File: config.mk
export PLATFORM = sky130hd
export DESIGN_NAME = rename_top
export DESIGN_NICKNAME = d
export VERILOG_FILES = /design/src/design/rename_pkg.sv /design/src/design/free_list.sv /design/src/design/map_table.sv /design/src/design/rename_unit.sv /design/src/design/rename_top.sv
export VERILOG_INCLUDE_DIRS = /design/src /design/src/design
export SDC_FILE = /design/constraint.sdc
export NUM_CORES = 2
export LEC_CHECK = 0
export BUFFER_PORTS_ARGS = -buffer_cell sky130_fd_sc_hd__buf_2
export CORE_MARGIN = 8
export CORE_UTILIZATION = 25
export CTS_BUF_LIST = sky130_fd_sc_hd__clkbuf_4
export DETAILED_ROUTE_END_ITERATION = 12
export SYNTH_ARGS = -nofsm -noshare
export SYNTH_HDL_FRONTEND = slang
export SYNTH_SLANG_ARGS = --single-unit
File: constraint.sdc
create_clock -name clock -period 12.9 [get_ports clock]
set_input_delay 0.645 -clock clock [delete_from_list [all_inputs] [get_ports clock]]
set_output_delay 0.645 -clock clock [all_outputs]
set_load 0.02 [all_outputs]
File: src/design/rename_params.svh
/*
  Widths and sizes for the register rename stage
  Group width, commit width, architectural and physical register files
*/
`ifndef RENAME_PARAMS_SVH
`define RENAME_PARAMS_SVH

// Micro-ops renamed per cycle
`define RENAME_WIDTH 2

// Commit reports accepted per cycle
`define COMMIT_WIDTH 2

// Architectural integer registers
`define ARCH_REGS 32
`define ARCH_INDEX_SIZE 5

// Physical integer registers
`define PRF_SIZE 64
`define PRF_INDEX_SIZE 6

// Free counter holds 0 to PRF_SIZE inclusive
`define FREE_COUNT_SIZE 7

`endif

File: src/design/rename_pkg.sv
/*
  Shared types of the rename stage
  Register index types and micro-op kinds
*/
`include "rename_params.svh"

package rename_pkg;

  // Architectural register index
  typedef logic [`ARCH_INDEX_SIZE-1:0] arch_reg_t;

  // Physical register index
  typedef logic [`PRF_INDEX_SIZE-1:0] phys_reg_t;

  // Micro-op kind
  // only alu and load write a destination register
  typedef enum logic [1:0] {
    kind_alu    = 2'd0,
    kind_load   = 2'd1,
    kind_store  = 2'd2,
    kind_branch = 2'd3
  } uop_kind_e;

endpackage

File: src/design/free_list.sv
/*
  Physical register free list
  Speculative and recovery busy bitmaps, lowest-first allocation
*/
`include "rename_params.svh"

module free_list (
  input  logic                                         clock,
  input  logic                                         reset,
  input  logic                                         recover,
  input  logic                                         stall,
  input  logic                  [`COMMIT_WIDTH-1:0]    commit_valid,
  input  rename_pkg::phys_reg_t [`COMMIT_WIDTH-1:0]    commit_prd,
  input  rename_pkg::phys_reg_t [`COMMIT_WIDTH-1:0]    commit_old_prd,
  input  logic                  [`RENAME_WIDTH-1:0]    alloc_req,
  output rename_pkg::phys_reg_t [`RENAME_WIDTH-1:0]    alloc_prd,
  output logic                                         allocatable
);

  import rename_pkg::*;

  localparam logic [`PRF_SIZE-1:0] RESET_BUSY =
    {{(`PRF_SIZE - `ARCH_REGS){1'b0}}, {`ARCH_REGS{1'b1}}};
  localparam logic [`FREE_COUNT_SIZE-1:0] RESET_FREE = `PRF_SIZE - `ARCH_REGS;

  // Bit set means busy
  logic [`PRF_SIZE-1:0]        spec_busy;
  logic [`FREE_COUNT_SIZE-1:0] spec_count;
  logic [`PRF_SIZE-1:0]        rec_busy;

  logic [`PRF_SIZE-1:0]        freed_busy;
  logic [`FREE_COUNT_SIZE-1:0] freed_count;
  logic [`PRF_SIZE-1:0]        rec_busy_next;
  logic [`PRF_SIZE-1:0]        alloc_busy;
  logic [`FREE_COUNT_SIZE-1:0] req_count;

  // Commit frees are visible to allocation this cycle
  always_comb begin
    freed_busy     = spec_busy;
    freed_count    = spec_count;
    rec_busy_next  = rec_busy;
    for (int i = 0; i < `COMMIT_WIDTH; i++) begin
      if (commit_valid[i]) begin
        freed_busy[commit_old_prd[i]]    = 1'b0;
        freed_count                      = freed_count + 1'b1;
        rec_busy_next[commit_old_prd[i]] = 1'b0;
        rec_busy_next[commit_prd[i]]     = 1'b1;
      end
    end
  end

  always_comb begin
    req_count = '0;
    for (int s = 0; s < `RENAME_WIDTH; s++) begin
      if (alloc_req[s]) begin
        req_count = req_count + 1'b1;
      end
    end
  end

  assign allocatable = (req_count <= freed_count);

  // Lowest free register per requesting slot in slot order
  always_comb begin : pick
    logic found;
    alloc_busy = freed_busy;
    for (int s = 0; s < `RENAME_WIDTH; s++) begin
      alloc_prd[s] = '0;
      found = 1'b0;
      if (alloc_req[s]) begin
        for (int p = 0; p < `PRF_SIZE; p++) begin
          if (!found && !alloc_busy[p]) begin
            alloc_prd[s] = phys_reg_t'(p);
            found = 1'b1;
          end
        end
        if (found) begin
          alloc_busy[alloc_prd[s]] = 1'b1;
        end
      end
    end
  end

  always_ff @(posedge clock) begin
    if (reset) begin
      spec_busy  <= RESET_BUSY;
      spec_count <= RESET_FREE;
      rec_busy   <= RESET_BUSY;
    end else begin
      rec_busy <= rec_busy_next;
      if (recover) begin
        // Commit point always maps ARCH_REGS registers
        spec_busy  <= rec_busy_next;
        spec_count <= RESET_FREE;
      end else if (stall) begin
        // Commits still free registers while stalled
        spec_busy  <= freed_busy;
        spec_count <= freed_count;
      end else begin
        spec_busy  <= alloc_busy;
        spec_count <= freed_count - req_count;
      end
    end
  end

endmodule

File: src/design/map_table.sv
/*
  Register alias tables
  Speculative map with in-group bypass, committed map for recovery
*/
`include "rename_params.svh"

module map_table (
  input  logic                                         clock,
  input  logic                                         reset,
  input  logic                                         recover,
  input  rename_pkg::arch_reg_t [`RENAME_WIDTH-1:0]    rs1,
  input  rename_pkg::arch_reg_t [`RENAME_WIDTH-1:0]    rs2,
  input  rename_pkg::arch_reg_t [`RENAME_WIDTH-1:0]    rd,
  input  logic                  [`RENAME_WIDTH-1:0]    write_en,
  input  rename_pkg::phys_reg_t [`RENAME_WIDTH-1:0]    write_prd,
  input  logic                  [`COMMIT_WIDTH-1:0]    commit_valid,
  input  rename_pkg::arch_reg_t [`COMMIT_WIDTH-1:0]    commit_rd,
  input  rename_pkg::phys_reg_t [`COMMIT_WIDTH-1:0]    commit_prd,
  output rename_pkg::phys_reg_t [`RENAME_WIDTH-1:0]    prs1,
  output rename_pkg::phys_reg_t [`RENAME_WIDTH-1:0]    prs2,
  output rename_pkg::phys_reg_t [`RENAME_WIDTH-1:0]    old_prd
);

  import rename_pkg::*;

  phys_reg_t spec_map   [`ARCH_REGS];
  phys_reg_t commit_map [`ARCH_REGS];
  phys_reg_t spec_next  [`ARCH_REGS];
  phys_reg_t commit_next[`ARCH_REGS];

  // Later slots see earlier slots' new destinations
  always_comb begin
    for (int s = 0; s < `RENAME_WIDTH; s++) begin
      prs1[s]    = spec_map[rs1[s]];
      prs2[s]    = spec_map[rs2[s]];
      old_prd[s] = spec_map[rd[s]];
      for (int j = 0; j < s; j++) begin
        if (write_en[j] && rd[j] == rs1[s]) begin
          prs1[s] = write_prd[j];
        end
        if (write_en[j] && rd[j] == rs2[s]) begin
          prs2[s] = write_prd[j];
        end
        if (write_en[j] && rd[j] == rd[s]) begin
          old_prd[s] = write_prd[j];
        end
      end
    end
  end

  // Last writer of a register wins
  always_comb begin
    spec_next = spec_map;
    for (int s = 0; s < `RENAME_WIDTH; s++) begin
      if (write_en[s]) begin
        spec_next[rd[s]] = write_prd[s];
      end
    end
  end

  always_comb begin
    commit_next = commit_map;
    for (int i = 0; i < `COMMIT_WIDTH; i++) begin
      if (commit_valid[i]) begin
        commit_next[commit_rd[i]] = commit_prd[i];
      end
    end
  end

  always_ff @(posedge clock) begin
    if (reset) begin
      // Identity mapping out of reset
      for (int i = 0; i < `ARCH_REGS; i++) begin
        spec_map[i]   <= phys_reg_t'(i);
        commit_map[i] <= phys_reg_t'(i);
      end
    end else begin
      commit_map <= commit_next;
      if (recover) begin
        spec_map <= commit_next;
      end else begin
        spec_map <= spec_next;
      end
    end
  end

endmodule

File: src/design/rename_unit.sv
/*
  Rename control and output stage
  Input handshake, destination requests, output register with back-pressure
*/
`include "rename_params.svh"

module rename_unit (
  input  logic                                         clock,
  input  logic                                         reset,
  input  logic                                         recover,
  input  logic                                         in_valid,
  output logic                                         in_ready,
  input  logic                  [`RENAME_WIDTH-1:0]    in_slot_valid,
  input  rename_pkg::uop_kind_e [`RENAME_WIDTH-1:0]    in_kind,
  input  rename_pkg::arch_reg_t [`RENAME_WIDTH-1:0]    in_rd,
  output logic                                         out_valid,
  input  logic                                         out_ready,
  output logic                  [`RENAME_WIDTH-1:0]    out_slot_valid,
  output rename_pkg::uop_kind_e [`RENAME_WIDTH-1:0]    out_kind,
  output rename_pkg::phys_reg_t [`RENAME_WIDTH-1:0]    out_prd,
  output rename_pkg::phys_reg_t [`RENAME_WIDTH-1:0]    out_prs1,
  output rename_pkg::phys_reg_t [`RENAME_WIDTH-1:0]    out_prs2,
  output rename_pkg::phys_reg_t [`RENAME_WIDTH-1:0]    out_old_prd,
  input  logic                                         allocatable,
  input  rename_pkg::phys_reg_t [`RENAME_WIDTH-1:0]    alloc_prd,
  input  rename_pkg::phys_reg_t [`RENAME_WIDTH-1:0]    prs1,
  input  rename_pkg::phys_reg_t [`RENAME_WIDTH-1:0]    prs2,
  input  rename_pkg::phys_reg_t [`RENAME_WIDTH-1:0]    old_prd,
  output logic                  [`RENAME_WIDTH-1:0]    alloc_req,
  output logic                                         stall,
  output logic                  [`RENAME_WIDTH-1:0]    write_en
);

  import rename_pkg::*;

  logic [`RENAME_WIDTH-1:0] need_rd;
  logic                     accept;
  logic                     active;

  // Writes to x0 take no register
  always_comb begin
    for (int s = 0; s < `RENAME_WIDTH; s++) begin
      need_rd[s] = in_slot_valid[s] && in_rd[s] != '0 &&
                   (in_kind[s] == kind_alu || in_kind[s] == kind_load);
    end
  end

  assign alloc_req = need_rd & {`RENAME_WIDTH{in_valid}};
  assign in_ready  = active && allocatable && !recover && (!out_valid || out_ready);
  assign accept    = in_valid && in_ready;
  assign stall     = !accept;
  assign write_en  = need_rd & {`RENAME_WIDTH{accept}};

  // Opens the input one cycle after reset
  always_ff @(posedge clock) begin
    if (reset) begin
      active <= 1'b0;
    end else begin
      active <= 1'b1;
    end
  end

  always_ff @(posedge clock) begin
    if (reset || recover) begin
      out_valid <= 1'b0;
    end else if (accept) begin
      out_valid <= 1'b1;
    end else if (out_ready) begin
      out_valid <= 1'b0;
    end
  end

  // Payload loads only on accept
  always_ff @(posedge clock) begin
    if (accept) begin
      out_slot_valid <= in_slot_valid;
      out_kind       <= in_kind;
      out_prs1       <= prs1;
      out_prs2       <= prs2;
      for (int s = 0; s < `RENAME_WIDTH; s++) begin
        out_prd[s]     <= need_rd[s] ? alloc_prd[s] : phys_reg_t'(0);
        out_old_prd[s] <= need_rd[s] ? old_prd[s] : phys_reg_t'(0);
      end
    end
  end

endmodule

File: src/design/rename_top.sv
/*
  Rename stage top level
  Connects control unit, map table and free list
*/
`include "rename_params.svh"

module rename_top (
  input  logic                                         clock,
  input  logic                                         reset,
  input  logic                                         recover,
  input  logic                                         in_valid,
  output logic                                         in_ready,
  input  logic                  [`RENAME_WIDTH-1:0]    in_slot_valid,
  input  rename_pkg::uop_kind_e [`RENAME_WIDTH-1:0]    in_kind,
  input  rename_pkg::arch_reg_t [`RENAME_WIDTH-1:0]    in_rd,
  input  rename_pkg::arch_reg_t [`RENAME_WIDTH-1:0]    in_rs1,
  input  rename_pkg::arch_reg_t [`RENAME_WIDTH-1:0]    in_rs2,
  output logic                                         out_valid,
  input  logic                                         out_ready,
  output logic                  [`RENAME_WIDTH-1:0]    out_slot_valid,
  output rename_pkg::uop_kind_e [`RENAME_WIDTH-1:0]    out_kind,
  output rename_pkg::phys_reg_t [`RENAME_WIDTH-1:0]    out_prd,
  output rename_pkg::phys_reg_t [`RENAME_WIDTH-1:0]    out_prs1,
  output rename_pkg::phys_reg_t [`RENAME_WIDTH-1:0]    out_prs2,
  output rename_pkg::phys_reg_t [`RENAME_WIDTH-1:0]    out_old_prd,
  input  logic                  [`COMMIT_WIDTH-1:0]    commit_valid,
  input  rename_pkg::arch_reg_t [`COMMIT_WIDTH-1:0]    commit_rd,
  input  rename_pkg::phys_reg_t [`COMMIT_WIDTH-1:0]    commit_prd,
  input  rename_pkg::phys_reg_t [`COMMIT_WIDTH-1:0]    commit_old_prd
);

  import rename_pkg::*;

  logic                                      allocatable;
  logic                                      stall;
  logic      [`RENAME_WIDTH-1:0]             alloc_req;
  logic      [`RENAME_WIDTH-1:0]             write_en;
  phys_reg_t [`RENAME_WIDTH-1:0]             alloc_prd;
  phys_reg_t [`RENAME_WIDTH-1:0]             prs1;
  phys_reg_t [`RENAME_WIDTH-1:0]             prs2;
  phys_reg_t [`RENAME_WIDTH-1:0]             old_prd;

  rename_unit unit (
    .clock, .reset, .recover,
    .in_valid, .in_ready, .in_slot_valid, .in_kind, .in_rd,
    .out_valid, .out_ready, .out_slot_valid, .out_kind,
    .out_prd, .out_prs1, .out_prs2, .out_old_prd,
    .allocatable, .alloc_prd, .prs1, .prs2, .old_prd,
    .alloc_req, .stall, .write_en
  );

  map_table maps (
    .clock, .reset, .recover,
    .rs1(in_rs1), .rs2(in_rs2), .rd(in_rd),
    .write_en, .write_prd(alloc_prd),
    .commit_valid, .commit_rd, .commit_prd,
    .prs1, .prs2, .old_prd
  );

  free_list frees (
    .clock, .reset, .recover, .stall,
    .commit_valid, .commit_prd, .commit_old_prd,
    .alloc_req, .alloc_prd, .allocatable
  );

endmodule

# Word level (Yosys, flattened, before mapping)
# Index checks and enable logic that the tools add are counted.
dict set report word_totals {
  in_bits 77
  wordCells 999
  ff_bits 575
}
dict set report classes {
  n_eq_ne 5
  n_mux 454
  n_bitwise 20
  n_lt_le_gt_ge 25
  addsub 4
  reduce_logical 411
}
# op n
set op_table {}
lappend op_table {{192-bit 2-to-1 mux} 5}
lappend op_table {{192-bit bitwise mux} 4}
lappend op_table {{64-bit 2-to-1 mux} 10}
lappend op_table {{6-bit 2-to-1 mux} 87}
lappend op_table {{1-bit 2-to-1 mux} 268}
lappend op_table {{64-bit AND} 4}
lappend op_table {{64-bit bitwise OR} 4}
lappend op_table {{1-bit logical NOT} 254}
lappend op_table {{6-bit binary-select mux with 5-bit select} 6}
lappend op_table {{5-bit 2-to-1 mux} 32}
lappend op_table {{1-bit logical AND} 147}
lappend op_table {{64-bit NOT} 2}
lappend op_table {{6-bit demux with 5-bit select} 4}
lappend op_table {{4-bit 2-to-1 mux} 16}
lappend op_table {{6-bit >= comparator, second input constant} 8}
lappend op_table {{5-bit NOT with 6-bit output} 8}
lappend op_table {{6-bit by 7-bit < comparator with 1-bit output, second input constant} 6}
lappend op_table {{1-bit demux with 6-bit select} 6}
lappend op_table {{6-bit by 1-bit >= comparator with 1-bit output, second input constant} 6}
lappend op_table {{7-bit 2-to-1 mux} 4}
lappend op_table {{6-bit by 1-bit < comparator with 1-bit output, second input constant} 4}
lappend op_table {{3-bit 2-to-1 mux} 8}
lappend op_table {{5-bit equality test} 3}
lappend op_table {{7-bit by 1-bit adder with 7-bit output, second input constant} 2}
lappend op_table {{other kinds (11)} 21}

# Longest topological paths before layout
dict set report logic_depth {
  ltp_word 533
  mapped_depth 26
}

# Modules after synthesis
# Synthesis repeated with hierarchy kept, for this count alone.
dict set report hier_totals {
  cells_unflattened 5329
  area_unflattened_um2 45522.4
}
# mod area_per_inst_um2 seq_area_each_um2 cells_per_inst instances
set by_module_without_submodules {}
lappend by_module_without_submodules {map_table 30640.6 7687.4 3422 1}
lappend by_module_without_submodules {free_list 12831.1 2702.6 1805 1}
lappend by_module_without_submodules {rename_unit 2050.7 1661.6 102 1}

# Worst setup path before layout
# Ideal clock, no wire load.
dict set report synth_path {
  kind {in2reg}
  startpoint {input port in_rd[4] in the netlist's numbering}
  endpoint {register frees.spec_busy[50]}
  path_slack_ns 6.414
  path_buffers 5
  required_time_ns 12.827
  setup_ns 0.073
  t_arrival_ns 6.413
  stages 20
  cell_sequence {nor3_1 > nand2_1 > nand3b_1 > or2_2 > clkbuf_1 > inv_1 > clkbuf_1 > clkbuf_1 > ha_1 > ha_1 > inv_1 > o21ai_0 > and3_1 > a31oi_1 > nand2_1 > inv_1 > clkbuf_1 > clkbuf_1 > o21ai_0 > a21oi_1}
}
dict set report synth_between {
  word_cells_on_any_way 404
}
# item line_no
set synth_rtl {}
lappend synth_rtl {{start, declared} rename_top.sv:15} ;# input rename_pkg::arch_reg_t [`RENAME_WIDTH-1:0] in_rd,
lappend synth_rtl {{5-bit nonzero test (*)} rename_unit.sv:43} ;# need_rd[s] = in_slot_valid[s] && in_rd[s] != '0 &&
lappend synth_rtl {{1-bit logical AND (*) (2 in series)} rename_unit.sv:43}
lappend synth_rtl {{2-bit AND (*)} rename_unit.sv:48} ;# assign alloc_req = need_rd & {`RENAME_WIDTH{in_valid}};
lappend synth_rtl {{1-bit 2-to-1 mux (*)} free_list.sv:55} ;# if (alloc_req[s]) begin
lappend synth_rtl {{1-bit by 1-bit adder with 2-bit output} free_list.sv:56} ;# req_count = req_count + 1'b1;
lappend synth_rtl {{7-bit 2-to-1 mux (*)} free_list.sv:55}
lappend synth_rtl {{7-bit <= comparator (*)} free_list.sv:61} ;# assign allocatable = (req_count <= freed_count);
lappend synth_rtl {{1-bit logical AND (*) (3 in series)} rename_unit.sv:49} ;# assign in_ready = active && allocatable && !recover && (!out_valid || out_ready);
lappend synth_rtl {{net in_ready} rename_top.sv:12} ;# output logic in_ready,
lappend synth_rtl {{1-bit logical AND (*)} rename_unit.sv:50} ;# assign accept = in_valid && in_ready;
lappend synth_rtl {{net unit.accept} rename_unit.sv:37} ;# logic accept;
lappend synth_rtl {{64-bit 2-to-1 mux (*)} free_list.sv:95} ;# end else if (stall) begin
lappend synth_rtl {{64-bit 2-to-1 mux (*)} free_list.sv:91} ;# if (recover) begin
lappend synth_rtl {{end signal, assigned} free_list.sv:93} ;# spec_busy <= rec_busy_next;
lappend synth_rtl {{end signal, assigned} free_list.sv:97} ;# spec_busy <= freed_busy;
lappend synth_rtl {{end signal, assigned} free_list.sv:100} ;# spec_busy <= alloc_busy;
lappend synth_rtl {{end, declared} free_list.sv:27} ;# logic [`PRF_SIZE-1:0] spec_busy;
# The timed path passes the listed nets; every way through them passes the cells marked *. The select of a mux whose other input is x is not followed.
# A chain may end at the register's enable or synchronous reset.

==> reports/metrics.cfg <==
[grt]
grt_pass1_vias = 40810
grt_pass1_wl_um = 297900
grtUsageTotal = 0.2201
grt_antenna_before_repair = 11
overflow = 0
grt_max_degree = 169

[floorplan]
io_pins = 133
fp.dieW_um = 425.2
die_area_um2 = 180800
rows = 150
start_util = 0.2511
die_y_um = 425.2
core_area_um2 = 166700

[timing]
final_hold_viol_count = 0
worst_pin_slew_ps = 1330
final_max_slew_viol_count = 0
finalWorstPathRequiredPeriod_ps = 8693
timing.final.crit_share = 0.6738
fin_setup_tns_ps = 0
skew_ps = 123.4
max-slew-margin-rel = 0.1064
fin_ws_ps = 4207
holdWs_ps = 121.2
max_freq_ghz = 0.1150
rsz0062_at_grt = false
final-setup-viol-count = 0

[cts]
clock_path_buffers = 3
cts_tree = done
clkTransAtPathRegs_ps = 60
htreeDepth = 4
cts-buffers-inserted = 157
root_buffer = clkbuf_4
clock_sinks = 575
insertion_delay_ps = 1200

[routing]
drc = 0
routed_wl_um = 209100
first_pass_iters = 8
drtIter0Drc = 7205
postRouteAntennaNets = 0
vias = 44130
avgRoutedWirePerCell_um = 29.61
routed_via_density = 6.249

[setup_path]
cp_max_fo = 18
cp_num_buf_inv = 2
crit_path_top_delay_cell = nand4b_1
cpPeakStageDelay_ps = 1020
crit_arrival_ps = 9700
endpoint_kind = register
criticalPathCategory = in -> reg
cp-start-kind = input pin
path_cells = buf_2 -> nand4b_1 -> o221ai_1 -> nor4_2 -> nand4_2 -> a211o_1 -> a31oi_2 -> nor2_1 -> nand3_1 -> o31ai_1 -> nand2_1 -> nor4_4 -> nand4_2 -> nor3_2 -> nor4_4 -> buf_4 -> nor2_2 -> o21ai_0 -> o2bb2ai_1
cp.required_ps = 13910
worst_path_dominant_cell_family = simple AND/OR/NAND/NOR gates

[finish]
multi_input_area_um2 = 27910
drive_gt1_frac = 0.2054
final-instance-count-excl-fill = 7062
seq_area_um2 = 12050
finalNetCount = 4823
area_delta_synth_final_pct = 11.31
finalInstanceArea_um2 = 46590
fill_cells = 17830
postLayoutCoreUtil = 0.2796

[yosys]
syn_nets = 4878
synthCells = 4795
ys.flop_type = dfxtp_1
yosysUniqueCellTypes = 119
syn_area_per_cell_um2 = 8.729
ys_seq_area_frac = 0.2879
synth_seq_cells = 575
async_flop_share = 0
syn_area_um2 = 41860
ys_warn_count = 0
synth_edf_count = 54

[pwr]
ir_drop_v = 0.00008928
p_leak_nw = 15.42
power_density_nw_per_um2 = 100.9
finalPower_mw = 4.701

[placement]
io_buffers = 132
dp_cells = 6772
gp_congestion = 1.063
dp_hpwl_um = 145400
pre_cts_ws_ps = 3491
placed_area_um2 = 44370

[run]
maxCapViolCount = 0

[worst_hold_path]
hp-class = in -> reg

[run_status]
status = finished clean

## per-layer routing
metal  vias to the layer above  GRT usage  routed length (um)
li1                      18350          -                   -
met1                     21580     0.2899               81330
met2                      3531     0.3122               85090
met3                       661    0.08582               31090
met4                         4     0.1082               11530
met5                         -          0                  61
## cell usage in the layout, fill, tap and decap left out, drive strengths merged, types with 65 or more instances in the layout
master  count
o211ai     83
nand3     154
nand2     740
mux4      336
buf       243
nor2      425
o221ai     65
a21oi     240
clkbuf    230
mux2i     180
o21ai     476
dfxtp     521
a211oi    107
## tightest hold or removal path: cells and delay by family
kind,cells,cell delay [ps]
compound gates,1,110
simple gates,2,290
buf+inv,1,160
## final timing paths
path / from / endpoint / slack [ps] / depth (start not counted)
max: commit_valid[1] / maps.spec_map[22] / 4210 / 19
min: commit_rd[1] / maps.commit_map[140] / 120 / 4
min reg2reg: maps.commit_map[91] / maps.commit_map[91] / 500 / 2
max reg2reg: frees.spec_busy[52] / maps.spec_map[22] / 4760 / 16
## registers in the layout (all words and copies together), names as in the netlist
register,cells
maps.commit_map,192
maps.spec_map,192
frees.rec_busy,64
frees.spec_busy,64
unit.out_old_prd,12
unit.out_prd,12
unit.out_prs1,12
unit.out_prs2,12
frees.spec_count,7
unit.out_kind,4
unit.out_slot_valid,2
unit.active,1
unit.out_valid,1
## where the power goes
group,switching [mW],internal (mW),total [mW]
logic,0.652,0.306,0.958
clock network,0.890,0.934,1.82
registers,0.0654,1.85,1.92
total,1.61,3.09,4.70
## synthesized netlist by cell type (45+ instances only)
cell type	instances	share of area
nor3_1	50	0.0060
a211oi_1	106	0.019
o211ai_1	83	0.015
a311oi_1	58	0.012
o21ai_0	424	0.051
buf_1	55	0.0049
nand2_1	739	0.066
mux2i_1	180	0.043
mux4_2	336	0.18
o21ai_1	51	0.0061
nor2_1	424	0.038
dfxtp_1	521	0.25
clkbuf_1	350	0.031
a31oi_1	56	0.0084
a22o_1	52	0.011
o221ai_1	49	0.010
nand3_1	151	0.018
edfxtp_1	54	0.039
o31ai_1	45	0.0081
a21oi_1	239	0.029
o2bb2ai_1	61	0.013
## cell families after synthesis
logic type | after synthesis | synth area share
AOI/OAI and AO/OA | 1489 | 0.2424
DFF | 575 | 0.2879
adders and majority gates | 9 | 0.002750
and+or+nand+nor | 1662 | 0.1840
xor gates and xnor gates | 29 | 0.006069
muxes | 533 | 0.2284
buffers and inverters | 498 | 0.04843
## area by class of cell
| cell class | count | share of cell area |
|---|---|---|
| multi-input combinational | 3722 | 0.5990 |
| clock buffer | 229 | 0.03690 |
| clock inverter | 44 | 0.007734 |
| inverter | 27 | 0.002229 |
| timing repair buffer | 257 | 0.03604 |
| sequential | 575 | 0.2587 |
| antenna | 4 | 0.0002148 |
| tap | 2204 | 0.05919 |
## timing repair
item	in CTS	in global routing
hold buffers	13	0
gates resized for setup	0	0
endpoints found under the hold margin	67	0
setup buffers	0	0
Power figures use the tool's default switching activity.
